`src/common/memDefines.svh`:
```
`ifndef MEM_DEFINES_SVH
`define MEM_DEFINES_SVH

// bus and address widths
`define ADDR_W 32
`define DATA_W 32

// one select bit per byte lane
`define SEL_W 4

// kseg style translation clears this many top bits
`define SEG_BITS 3

`endif

```
`src/common/memPkg.sv`:
```
package memPkg;

	// width of a load or store
	typedef enum logic [1:0] {
		accByte = 2'b00,
		accHalf = 2'b01,
		accWord = 2'b10
	} accSize_t;

endpackage

```
`src/design/memAccessUnit.sv`:
```
`include "memDefines.svh"

module memAccessUnit (
	input  logic                clk,
	input  logic                rst,

	// pipeline side
	input  logic                reqValid,
	input  logic                reqWrite,
	input  memPkg::accSize_t    reqSize,
	input  logic                reqSigned,
	input  logic [`ADDR_W-1:0]  reqAddr,
	input  logic [`DATA_W-1:0]  reqData,
	output logic                busy,
	output logic                respValid,
	output logic [`DATA_W-1:0]  respData,

	// wishbone side
	output logic                wbCyc,
	output logic                wbStb,
	output logic                wbWe,
	output logic [`ADDR_W-1:0]  wbAdr,
	output logic [`SEL_W-1:0]   wbSel,
	output logic [`DATA_W-1:0]  wbDatW,
	input  logic [`DATA_W-1:0]  wbDatR,
	input  logic                wbAck
);

	logic [`SEL_W-1:0]  laneSel;
	logic [`DATA_W-1:0] laneData;
	memPkg::accSize_t   heldSize;
	logic               heldSigned;
	logic [1:0]         heldLow;
	logic [`DATA_W-1:0] readWord;

	// lanes from the live request
	storeLanes storeLanes_inst (
		.size    (reqSize),
		.addrLow (reqAddr[1:0]),
		.write   (reqWrite),
		.dataIn  (reqData),
		.sel     (laneSel),
		.dataOut (laneData)
	);

	wbMaster wbMaster_inst (
		.clk        (clk),
		.rst        (rst),
		.reqValid   (reqValid),
		.reqWrite   (reqWrite),
		.reqSize    (reqSize),
		.reqSigned  (reqSigned),
		.reqAddr    (reqAddr),
		.laneSel    (laneSel),
		.laneData   (laneData),
		.busy       (busy),
		.respValid  (respValid),
		.heldSize   (heldSize),
		.heldSigned (heldSigned),
		.heldLow    (heldLow),
		.readWord   (readWord),
		.wbCyc      (wbCyc),
		.wbStb      (wbStb),
		.wbWe       (wbWe),
		.wbAdr      (wbAdr),
		.wbSel      (wbSel),
		.wbDatW     (wbDatW),
		.wbDatR     (wbDatR),
		.wbAck      (wbAck)
	);

	// load result from the registered request fields
	loadAlign loadAlign_inst (
		.size       (heldSize),
		.signedLoad (heldSigned),
		.addrLow    (heldLow),
		.word       (readWord),
		.data       (respData)
	);

endmodule

```
`src/memAccess/loadAlign.sv`:
```
`include "memDefines.svh"

module loadAlign (
	input  memPkg::accSize_t    size,
	input  logic                signedLoad,
	input  logic [1:0]          addrLow,
	input  logic [`DATA_W-1:0]  word,
	output logic [`DATA_W-1:0]  data
);

	logic [7:0]  pickedByte;
	logic [15:0] pickedHalf;
	logic        byteSign;
	logic        halfSign;

	// lane extraction
	always_comb begin
		pickedByte = 8'(word >> {addrLow, 3'b000});
		if (addrLow[1]) begin
			pickedHalf = word[31:16];
		end else begin
			pickedHalf = word[15:0];
		end
	end

	// extension bits, zero for unsigned loads
	assign byteSign = signedLoad & pickedByte[7];
	assign halfSign = signedLoad & pickedHalf[15];

	always_comb begin
		case (size)
			memPkg::accByte: begin
				data = {{(`DATA_W-8){byteSign}}, pickedByte};
			end
			memPkg::accHalf: begin
				data = {{(`DATA_W-16){halfSign}}, pickedHalf};
			end
			memPkg::accWord: begin
				data = word;
			end
			default: begin
				data = word;
			end
		endcase
	end

endmodule

```
`src/memAccess/storeLanes.sv`:
```
`include "memDefines.svh"

module storeLanes (
	input  memPkg::accSize_t    size,
	input  logic [1:0]          addrLow,
	input  logic                write,
	input  logic [`DATA_W-1:0]  dataIn,
	output logic [`SEL_W-1:0]   sel,
	output logic [`DATA_W-1:0]  dataOut
);

	logic [`DATA_W-1:0] placed;

	always_comb begin
		sel = '0;
		placed = '0;
		case (size)
			memPkg::accByte: begin
				// one lane with the byte copied everywhere
				sel = `SEL_W'(1) << addrLow;
				placed = {4{dataIn[7:0]}};
			end
			memPkg::accHalf: begin
				if (addrLow[1]) begin
					sel = 4'b1100;
				end else begin
					sel = 4'b0011;
				end
				placed = {2{dataIn[15:0]}};
			end
			memPkg::accWord: begin
				sel = '1;
				placed = dataIn;
			end
			default: begin
				// unused encoding behaves as a word
				sel = '1;
				placed = dataIn;
			end
		endcase

		// keep write data quiet on reads
		if (write) begin
			dataOut = placed;
		end else begin
			dataOut = '0;
		end
	end

endmodule

```
`src/memAccess/wbMaster.sv`:
```
`include "memDefines.svh"

module wbMaster (
	input  logic                clk,
	input  logic                rst,

	// pipeline request
	input  logic                reqValid,
	input  logic                reqWrite,
	input  memPkg::accSize_t    reqSize,
	input  logic                reqSigned,
	input  logic [`ADDR_W-1:0]  reqAddr,
	input  logic [`SEL_W-1:0]   laneSel,
	input  logic [`DATA_W-1:0]  laneData,

	// pipeline response and held load fields
	output logic                busy,
	output logic                respValid,
	output memPkg::accSize_t    heldSize,
	output logic                heldSigned,
	output logic [1:0]          heldLow,
	output logic [`DATA_W-1:0]  readWord,

	// wishbone classic master
	output logic                wbCyc,
	output logic                wbStb,
	output logic                wbWe,
	output logic [`ADDR_W-1:0]  wbAdr,
	output logic [`SEL_W-1:0]   wbSel,
	output logic [`DATA_W-1:0]  wbDatW,
	input  logic [`DATA_W-1:0]  wbDatR,
	input  logic                wbAck
);

	logic               accept;
	logic               cycDone;
	logic [`ADDR_W-1:0] physAddr;

	assign accept = reqValid && !busy;
	assign cycDone = wbCyc && wbAck;

	// drop the segment bits and word align
	assign physAddr = {{`SEG_BITS{1'b0}}, reqAddr[`ADDR_W-`SEG_BITS-1:2], 2'b00};

	always_ff @(posedge clk) begin
		if (rst) begin
			busy <= 1'b0;
			wbCyc <= 1'b0;
			wbStb <= 1'b0;
			wbWe <= 1'b0;
			respValid <= 1'b0;
		end else begin
			respValid <= 1'b0;
			if (accept) begin
				busy <= 1'b1;
				wbCyc <= 1'b1;
				wbStb <= 1'b1;
				wbWe <= reqWrite;
			end else if (cycDone) begin
				// slave done so release the bus and answer
				busy <= 1'b0;
				wbCyc <= 1'b0;
				wbStb <= 1'b0;
				wbWe <= 1'b0;
				respValid <= 1'b1;
			end
		end
	end

	// request payload held for the whole bus cycle
	always_ff @(posedge clk) begin
		if (accept) begin
			wbAdr <= physAddr;
			wbSel <= laneSel;
			wbDatW <= laneData;
			heldSize <= reqSize;
			heldSigned <= reqSigned;
			heldLow <= reqAddr[1:0];
		end
	end

	// load data is only meaningful on reads
	always_ff @(posedge clk) begin
		if (cycDone && !wbWe) begin
			readWord <= wbDatR;
		end
	end

	// request must not move while the slave stalls
	reqStable: assert property (@(posedge clk) disable iff (rst)
		wbStb && !wbAck |=> $stable(wbAdr) && $stable(wbSel))
		else $error("wbMaster: address or select changed before ack");

	respPulse: assert property (@(posedge clk) disable iff (rst)
		respValid |=> !respValid)
		else $error("wbMaster: respValid held for more than one cycle");

endmodule

```
`config.mk`:
```
export PLATFORM = sky130hd
export DESIGN_NAME = memAccessUnit
export DESIGN_NICKNAME = d
export VERILOG_FILES = /design/src/common/memPkg.sv /design/src/design/memAccessUnit.sv /design/src/memAccess/loadAlign.sv /design/src/memAccess/storeLanes.sv /design/src/memAccess/wbMaster.sv
export VERILOG_INCLUDE_DIRS = /design/src /design/src/common
export SDC_FILE = /design/constraint.sdc
export NUM_CORES = 1
export LEC_CHECK = 0
export BUFFER_PORTS_ARGS = -buffer_cell sky130_fd_sc_hd__clkbuf_2
export CAP_MARGIN = 10
export CORE_MARGIN = 1.5
export CORE_UTILIZATION = 35
export CTS_CLUSTER_SIZE = 14
export DETAILED_ROUTE_END_ITERATION = 10
export PLACE_DENSITY_LB_ADDON = 0.2
export SETUP_SLACK_MARGIN = 0.4
export SKIP_LAST_GASP = 1
export SYNTH_ARGS = -nofsm -noshare
export SYNTH_HDL_FRONTEND = slang
export SYNTH_HIERARCHICAL = 1
export SYNTH_SLANG_ARGS = --single-unit
```
`constraint.sdc`:
```
create_clock -name clk -period 4.7 [get_ports clk]
set_input_delay 0.47 -clock clk [delete_from_list [all_inputs] [get_ports clk]]
set_output_delay 0.47 -clock clk [all_outputs]
set_load 0.01 [all_outputs]
```
==> results.cfg, run 1 <==
[run_status]
outcome = finished, final reports clean

[power_and_ir_drop]
vdd_ir_drop_max_mv = 0.198
p_per_area_nw_per_um2 = 365
cellLeakagePower_nw = 2.51
post-layout-total-power_mw = 2.15

[route]
drt-pass1-iter-count = 4
vias = 3187
vias_per_cell = 4.74
drt_drc_violations_left = 0
drtAntennaViolNets = 0
wl_per_cell_um = 16.8
detail_route.iter0.violations = 181
drt-total-wl_mm = 11.3

[final_layout]
layout.cells.non_filler = 673
final_area_um2 = 5880
syn_to_final_growth_pct = 31.1
design.final.nets = 600
drive_above_1_share_pct = 49.7
layout.filler_cells = 1175
insertedDiodeCount = 0

[cts]
cts_resized = 0
holdBufCountCts = 0
cts.sinks = 103
ctsLongestPathBuffers = 2
ctsHtreeMaxLevel = 3
cts_inserted_buffers = 9
path_clk_slew_ns = 0.07
worst_skew_pair.late_latency_ns = 0.36
clock_tree_from_tritoncts = done
cts.repair_timing.setup_buffer_count = 0
ctsRootBufferMaster = sky130_fd_sc_hd__clkbuf_16

[timing]
final-max-slew-violation-count = 0
finalCritPeriodShare_pct = 66.7
fmax_mhz = 319
sum_of_negative_setup_slack_ns = 0
setup_ws_ns = 1.57
finalSetupViolations = 0
slew-limit-headroom_pct = 34.6
unrepaired_setup_endpoints_after_global_routing = no
post-route-min-period_ns = 3.13
hold_viol_final = 0
clock_skew_ns = 0.00707
tightest_slew_ns = 0.981

[placed_design]
place.detailed.instances = 657
detailedPlace.worstSlack_ns = 1.94
hpwl_mm = 8.07
place.port_buffers = 200
placedInstanceArea_um2 = 5570
globalplace.congestion = 0.770

[hold_path]
min_to = wbMaster_inst/readWord[11]
whs_path_depth = 1
min_path_type = input port to register
worst_hold_startpoint = wbDatR[11]

[synth]
synth_cell_types = 34
synth_seq_cells = 103
total_standard_cell_area_after_synthesis_um2 = 4490
syn-instance-count = 303
syn_avg_cell_area_um2 = 14.8
yosys_warnings = 6
seq_area_frac_synth_pct = 68.3

[floorplanning]
floorplan.initialDensity_pct = 35.7
fp.dieH_um = 116
placement_rows = 41
die_width_um = 116
fp.dieArea_um2 = 13500
io_pins = 209
core-area_um2 = 12600

[setup_path]
cp.arrival_ns = 2.66
critical_path_peak_fanout = 28
rr_startpoint = wbMaster_inst/wbStb
reg2reg_slack_ns = 2.63
type_of_origin_of_the_critical_path = register
reg2reg_to = wbMaster_inst/wbDatW[27]
type_of_the_worst_setup_path = register to output port
cp.required_ns = 4.23
end_kind = output port
worstRegToRegCells = 2

[global_routing]
grt_max_degree = 42
grt_pass1_vias = 3094
grt_antenna_before_repair = 0
grt_use_total_pct = 16.9
global_route_wire_length_before_repair_mm = 16.5
grt_overflow = 0

[flow_run]
maxCapViolations = 0
==> Yosys cell counts, drive strengths merged <==
cell    number  area share (%)
a211oi       8             1.3
a21oi        9             1.1
a221o        8             1.8
a22o         8             1.6
a32o         1            0.22
and2         8             1.1
buf         21             3.6
clkbuf       4            0.33
conb         1           0.084
dfxtp        3             1.3
edfxtp     100              67
inv          5            0.42
mux2         1            0.33
mux2i       26             5.8
mux4         1            0.50
nand2       26             2.2
nand2b       2            0.28
nor2        12             1.0
nor2b       12             1.7
nor3b        2            0.59
o211a        1            0.22
o21ai       28             4.0
o221a        8             2.0
or3b         8             1.6
==> power by group <==
part	switching (mW)	leakage, nW	internal, mW
clock network	0.356	0.149	0.425
registers	0.0274	0.976	1.07
logic	0.154	1.38	0.118
total	0.537	2.51	1.61
==> worst max-delay path by stage <==
stage	startpoint	depth (start not counted)	endpoint	slack [ns]
6_report	wbMaster_inst/heldSize[1]	4	respData[7]	1.57
5_1_grt	wbMaster_inst/heldSize[1]	4	respData[2]	1.43
4_1_cts	wbMaster_inst/heldSize[1]	4	respData[7]	1.55
3_5_place_dp	wbMaster_inst/heldSize[1]	4	respData[7]	1.94
3_3_place_gp	wbMaster_inst/heldSize[1]	4	respData[7]	1.95
2_1_floorplan	reqValid	1	wbMaster_inst/heldLow[0]	0.71
==> cells in the final DEF, fill, tap and decap left out, types with 2 or more instances in the layout <==
master / n
sky130_fd_sc_hd__a22o_1: 8
sky130_fd_sc_hd__nand2b_1: 2
sky130_fd_sc_hd__clkbuf_16: 9
sky130_fd_sc_hd__or3b_2: 4
sky130_fd_sc_hd__clkbuf_2: 200
sky130_fd_sc_hd__a211oi_1: 8
sky130_fd_sc_hd__conb_1: 5
sky130_fd_sc_hd__nor2_1: 11
sky130_fd_sc_hd__o221a_2: 8
sky130_fd_sc_hd__or3b_1: 4
sky130_fd_sc_hd__inv_1: 4
sky130_fd_sc_hd__nor2b_1: 11
sky130_fd_sc_hd__o21ai_0: 18
sky130_fd_sc_hd__a221o_1: 8
sky130_fd_sc_hd__and2_1: 8
sky130_fd_sc_hd__edfxtp_1: 100
sky130_fd_sc_hd__a21oi_1: 8
sky130_fd_sc_hd__buf_4: 3
sky130_fd_sc_hd__nand2_1: 25
sky130_fd_sc_hd__o21ai_2: 10
sky130_fd_sc_hd__mux2i_1: 26
sky130_fd_sc_hd__dfxtp_1: 3
sky130_fd_sc_hd__inv_6: 4
==> final cells by class <==
| type | instances | area [um^2] | share of cell area (%) |
|---|---|---|---|
| clock buffers | 9 | 225 | 3.83 |
| multi-input cells | 174 | 1250 | 21.3 |
| well taps | 172 | 215 | 3.66 |
| clock inverters | 7 | 83.8 | 1.43 |
| repair buffers | 203 | 1020 | 17.4 |
| flip-flops and latches | 103 | 3060 | 52.1 |
| inverters | 5 | 18.8 | 0.319 |
==> kinds of logic after synthesis <==
group	Yosys count	synth area share, %
compound gates	71	12.2
buf+inv	30	4.35
flops	103	68.3
mux	28	6.64
other cells	1	0.0836
simple gates	70	8.45
==> routing by layer <==
metal	vias up	share of wire, %	global-route usage (%)
li1	1535	-	-
met4	0	0.82	4.23
met2	124	52	29.0
met1	1521	38	19.2
met3	7	8.7	7.58
met5	-	0	0
==> worst max-delay path, cell delays in order (launching register included) <==
cell and delay (ns):
sky130_fd_sc_hd__edfxtp_1 0.79, sky130_fd_sc_hd__nor2b_1 0.75, sky130_fd_sc_hd__nand2_2 0.28, sky130_fd_sc_hd__o221a_2 0.35, sky130_fd_sc_hd__clkbuf_2 0.13
==> sequential cells by signal, indices dropped and copies added (netlist names) <==
signal and count:
wbMaster_inst/heldLow 2, wbMaster_inst/heldSigned 1, wbMaster_inst/heldSize 2, wbMaster_inst/readWord 32, wbMaster_inst/respValid 1, wbMaster_inst/wbAdr 27
wbMaster_inst/wbDatW 32, wbMaster_inst/wbSel 4, wbMaster_inst/wbStb 1, wbMaster_inst/wbWe 1
==> per-stage QoR <==
step | util, % | hold slack [ns]
floorplan | - | 0.542
global placement | 44.3 | 0.621
detailed placement | 44.3 | 0.643
CTS | 46.8 | 0.273
global route | 46.8 | 0.267
finish | 46.8 | 0.289
Power figures use the tool's default switching activity.
==> run 2: changes to the inputs <==
==> constraint.sdc (replaced) <==
create_clock -name clk -period 2.9 [get_ports clk]
set_input_delay 0.29 -clock clk [delete_from_list [all_inputs] [get_ports clk]]
set_output_delay 0.29 -clock clk [all_outputs]
set_load 0.01 [all_outputs]
==> run 2 against run 1 <==
Compared with the run above: count of clock-buffer cells in the layout is the same; global-route usage grew 0.24 points; non-clock buffer count grew 5; sequential share of layout area down 0.12 points; clock power grew 51%; setup slack got worse by 1.0 ns; highest routed layer unchanged; first-iteration DRC count is 2.8% higher; clock skew fell by 0.00053 ns; die area did not move; critical path type unchanged.
==> results.cfg, run 2 (synthesis results as in run 1) <==
[run_status]
outcome = finished, final reports clean

[hold_path]
whs_path_depth = 1
min_path_type = input port to register
min_to = wbMaster_inst/wbAdr[10]
worst_hold_startpoint = reqAddr[10]

[final_layout]
drive_above_1_share_pct = 50.2
commonest_cells_after_routing_fill_and_taps_aside = sky130_fd_sc_hd__clkbuf_2, sky130_fd_sc_hd__edfxtp_1, sky130_fd_sc_hd__mux2i_1, sky130_fd_sc_hd__nand2_1, sky130_fd_sc_hd__o21ai_0
layout.filler_cells = 1183
insertedDiodeCount = 0
layout.cells.non_filler = 678
biggestRegsByFlops = wbMaster_inst/readWord x32, wbMaster_inst/wbDatW x32, wbMaster_inst/wbAdr x27
design.final.nets = 605
fin_util_pct = 46.9
commonest_non_fill_non_tap_cell_in_the_layout = sky130_fd_sc_hd__clkbuf_2
syn_to_final_growth_pct = 31.4

[power_and_ir_drop]
pwr-share-seq_pct = 51.9
post-layout-total-power_mw = 3.40
swShare_pct = 25.6
combPwrFrac_pct = 13.3
power_switching_uw = 871
cell_internal_pwr_mw = 2.53
vdd_ir_drop_max_mv = 0.296
p_per_area_nw_per_um2 = 577
cellLeakagePower_nw = 2.52
p_clk_share_pct = 34.7

[setup_path]
type_of_the_worst_setup_path = register to output port
cp.arrival_ns = 2.06
end_kind = output port
reg2reg_slack_ns = 1.40
worstRegToRegCells = 3
type_of_origin_of_the_critical_path = register
rr_startpoint = wbMaster_inst/wbStb
critical_path_peak_fanout = 12
cp.required_ns = 2.61
reg2reg_to = wbMaster_inst/readWord[7]

[floorplanning]
io_pins = 209
placement_rows = 41
fp.dieH_um = 116
floorplan.initialDensity_pct = 35.7
fp.dieArea_um2 = 13500
core-area_um2 = 12600
die_width_um = 116

[cts]
worst_skew_pair.late_latency_ns = 0.35
cts.repair_timing.setup_buffer_count = 0
ctsLongestPathBuffers = 2
ctsRootBufferMaster = sky130_fd_sc_hd__clkbuf_16
ctsHtreeMaxLevel = 3
cts_resized = 0
path_clk_slew_ns = 0.08
cts_inserted_buffers = 9
cts.sinks = 103
holdBufCountCts = 0
clock_tree_from_tritoncts = done

[timing]
slew-limit-headroom_pct = 47.5
finalSetupViolations = 0
sum_of_negative_setup_slack_ns = 0
final-max-slew-violation-count = 0
post-route-min-period_ns = 2.35
fmax_mhz = 425
finalCritPeriodShare_pct = 81.1
unrepaired_setup_endpoints_after_global_routing = no
hold_viol_final = 0
clock_skew_ns = 0.00654
tightest_slew_ns = 0.786

[route]
dr_wl_met3_mm = 1.06
drt-total-wl_mm = 11.2
vias = 3245
drt-met1-wl_mm = 4.34
drt-pass1-iter-count = 4
detail_route.iter0.violations = 186
drtAntennaViolNets = 0
highest_layer = met4
wl_per_cell_um = 16.6
drt_drc_violations_left = 0
met2_layer_wire_length_in_the_routed_design_mm = 5.69
vias_per_cell = 4.79

[placed_design]
place.port_buffers = 200
place.detailed.instances = 662
globalplace.congestion = 0.751
hpwl_mm = 8.16

[global_routing]
grt_pass1_vias = 3278
global_route_wire_length_before_repair_mm = 17.0
grt_overflow = 0
grt_max_degree = 42
grt_antenna_before_repair = 0
grt_use_total_pct = 17.1

[flow_run]
maxCapViolations = 0
-- run 2: cell types whose count changed in the layout (fill, tap and decap cells not counted), sizes merged --
cell,before,now
clkinvlp,1,0
buf,3,8
inv,10,11
bufinv,1,0
clkinv,0,1
-- run 2: layout make-up --
type / instances / area [um^2] / share of cell area, %
Sequential cell: 103 / 3060 / 52.0
Multi-Input combinational cell: 174 / 1250 / 21.2
Timing Repair Buffer: 208 / 1060 / 18.0
Clock buffer: 9 / 225 / 3.82
Tap cell: 172 / 215 / 3.65
Clock inverter: 7 / 60.1 / 1.02
Inverter: 5 / 18.8 / 0.318
-- run 2: worst max path at each step --
stage	start	endpoint	slack, ns	cells past startpoint
2_1_floorplan	wbMaster_inst/wbStb	wbMaster_inst/readWord[0]	0.47	2
3_3_place_gp	wbMaster_inst/heldLow[1]	respData[15]	0.92	5
3_5_place_dp	wbMaster_inst/heldLow[1]	respData[13]	0.90	5
4_1_cts	wbMaster_inst/heldLow[1]	respData[13]	0.51	5
5_1_grt	wbMaster_inst/heldLow[1]	respData[14]	0.45	5
6_report	wbMaster_inst/heldLow[1]	respData[14]	0.55	5
-- run 2: routing by layer --
layer | global-route usage [%] | up-vias
met3 | 8.04 | 11
met2 | 30.8 | 139
met5 | 0 | -
met1 | 18.0 | 1553
met4 | 4.55 | 0
li1 | - | 1542
-- run 2: critical path: stages (launching register included) --
cell                       delay [ns]
sky130_fd_sc_hd__edfxtp_1        0.33
sky130_fd_sc_hd__buf_4           0.24
sky130_fd_sc_hd__mux4_2          0.52
sky130_fd_sc_hd__nor3b_4         0.19
sky130_fd_sc_hd__a221o_1         0.30
sky130_fd_sc_hd__clkbuf_2        0.13
-- run 2: stage by stage --
stage	setup slack, ns	area, um^2	hold WS, ns
after floorplan	0.472	4510	0.362
after global placement	0.922	5610	0.467
after detailed placement	0.902	5610	0.469
after CTS	0.512	5900	0.0931
after global routing	0.447	5900	0.0846
final	0.548	5900	0.110
-- run 2: power by group through the flow --
stage	registers, mW	clock network, mW	logic [mW]
6_report	1.77	1.18	0.454
2_1_floorplan	1.83	0	0.224
4_1_cts	1.77	1.23	0.462
3_3_place_gp	1.80	0	0.456
5_1_grt	1.78	1.27	0.500
3_5_place_dp	1.80	0	0.462
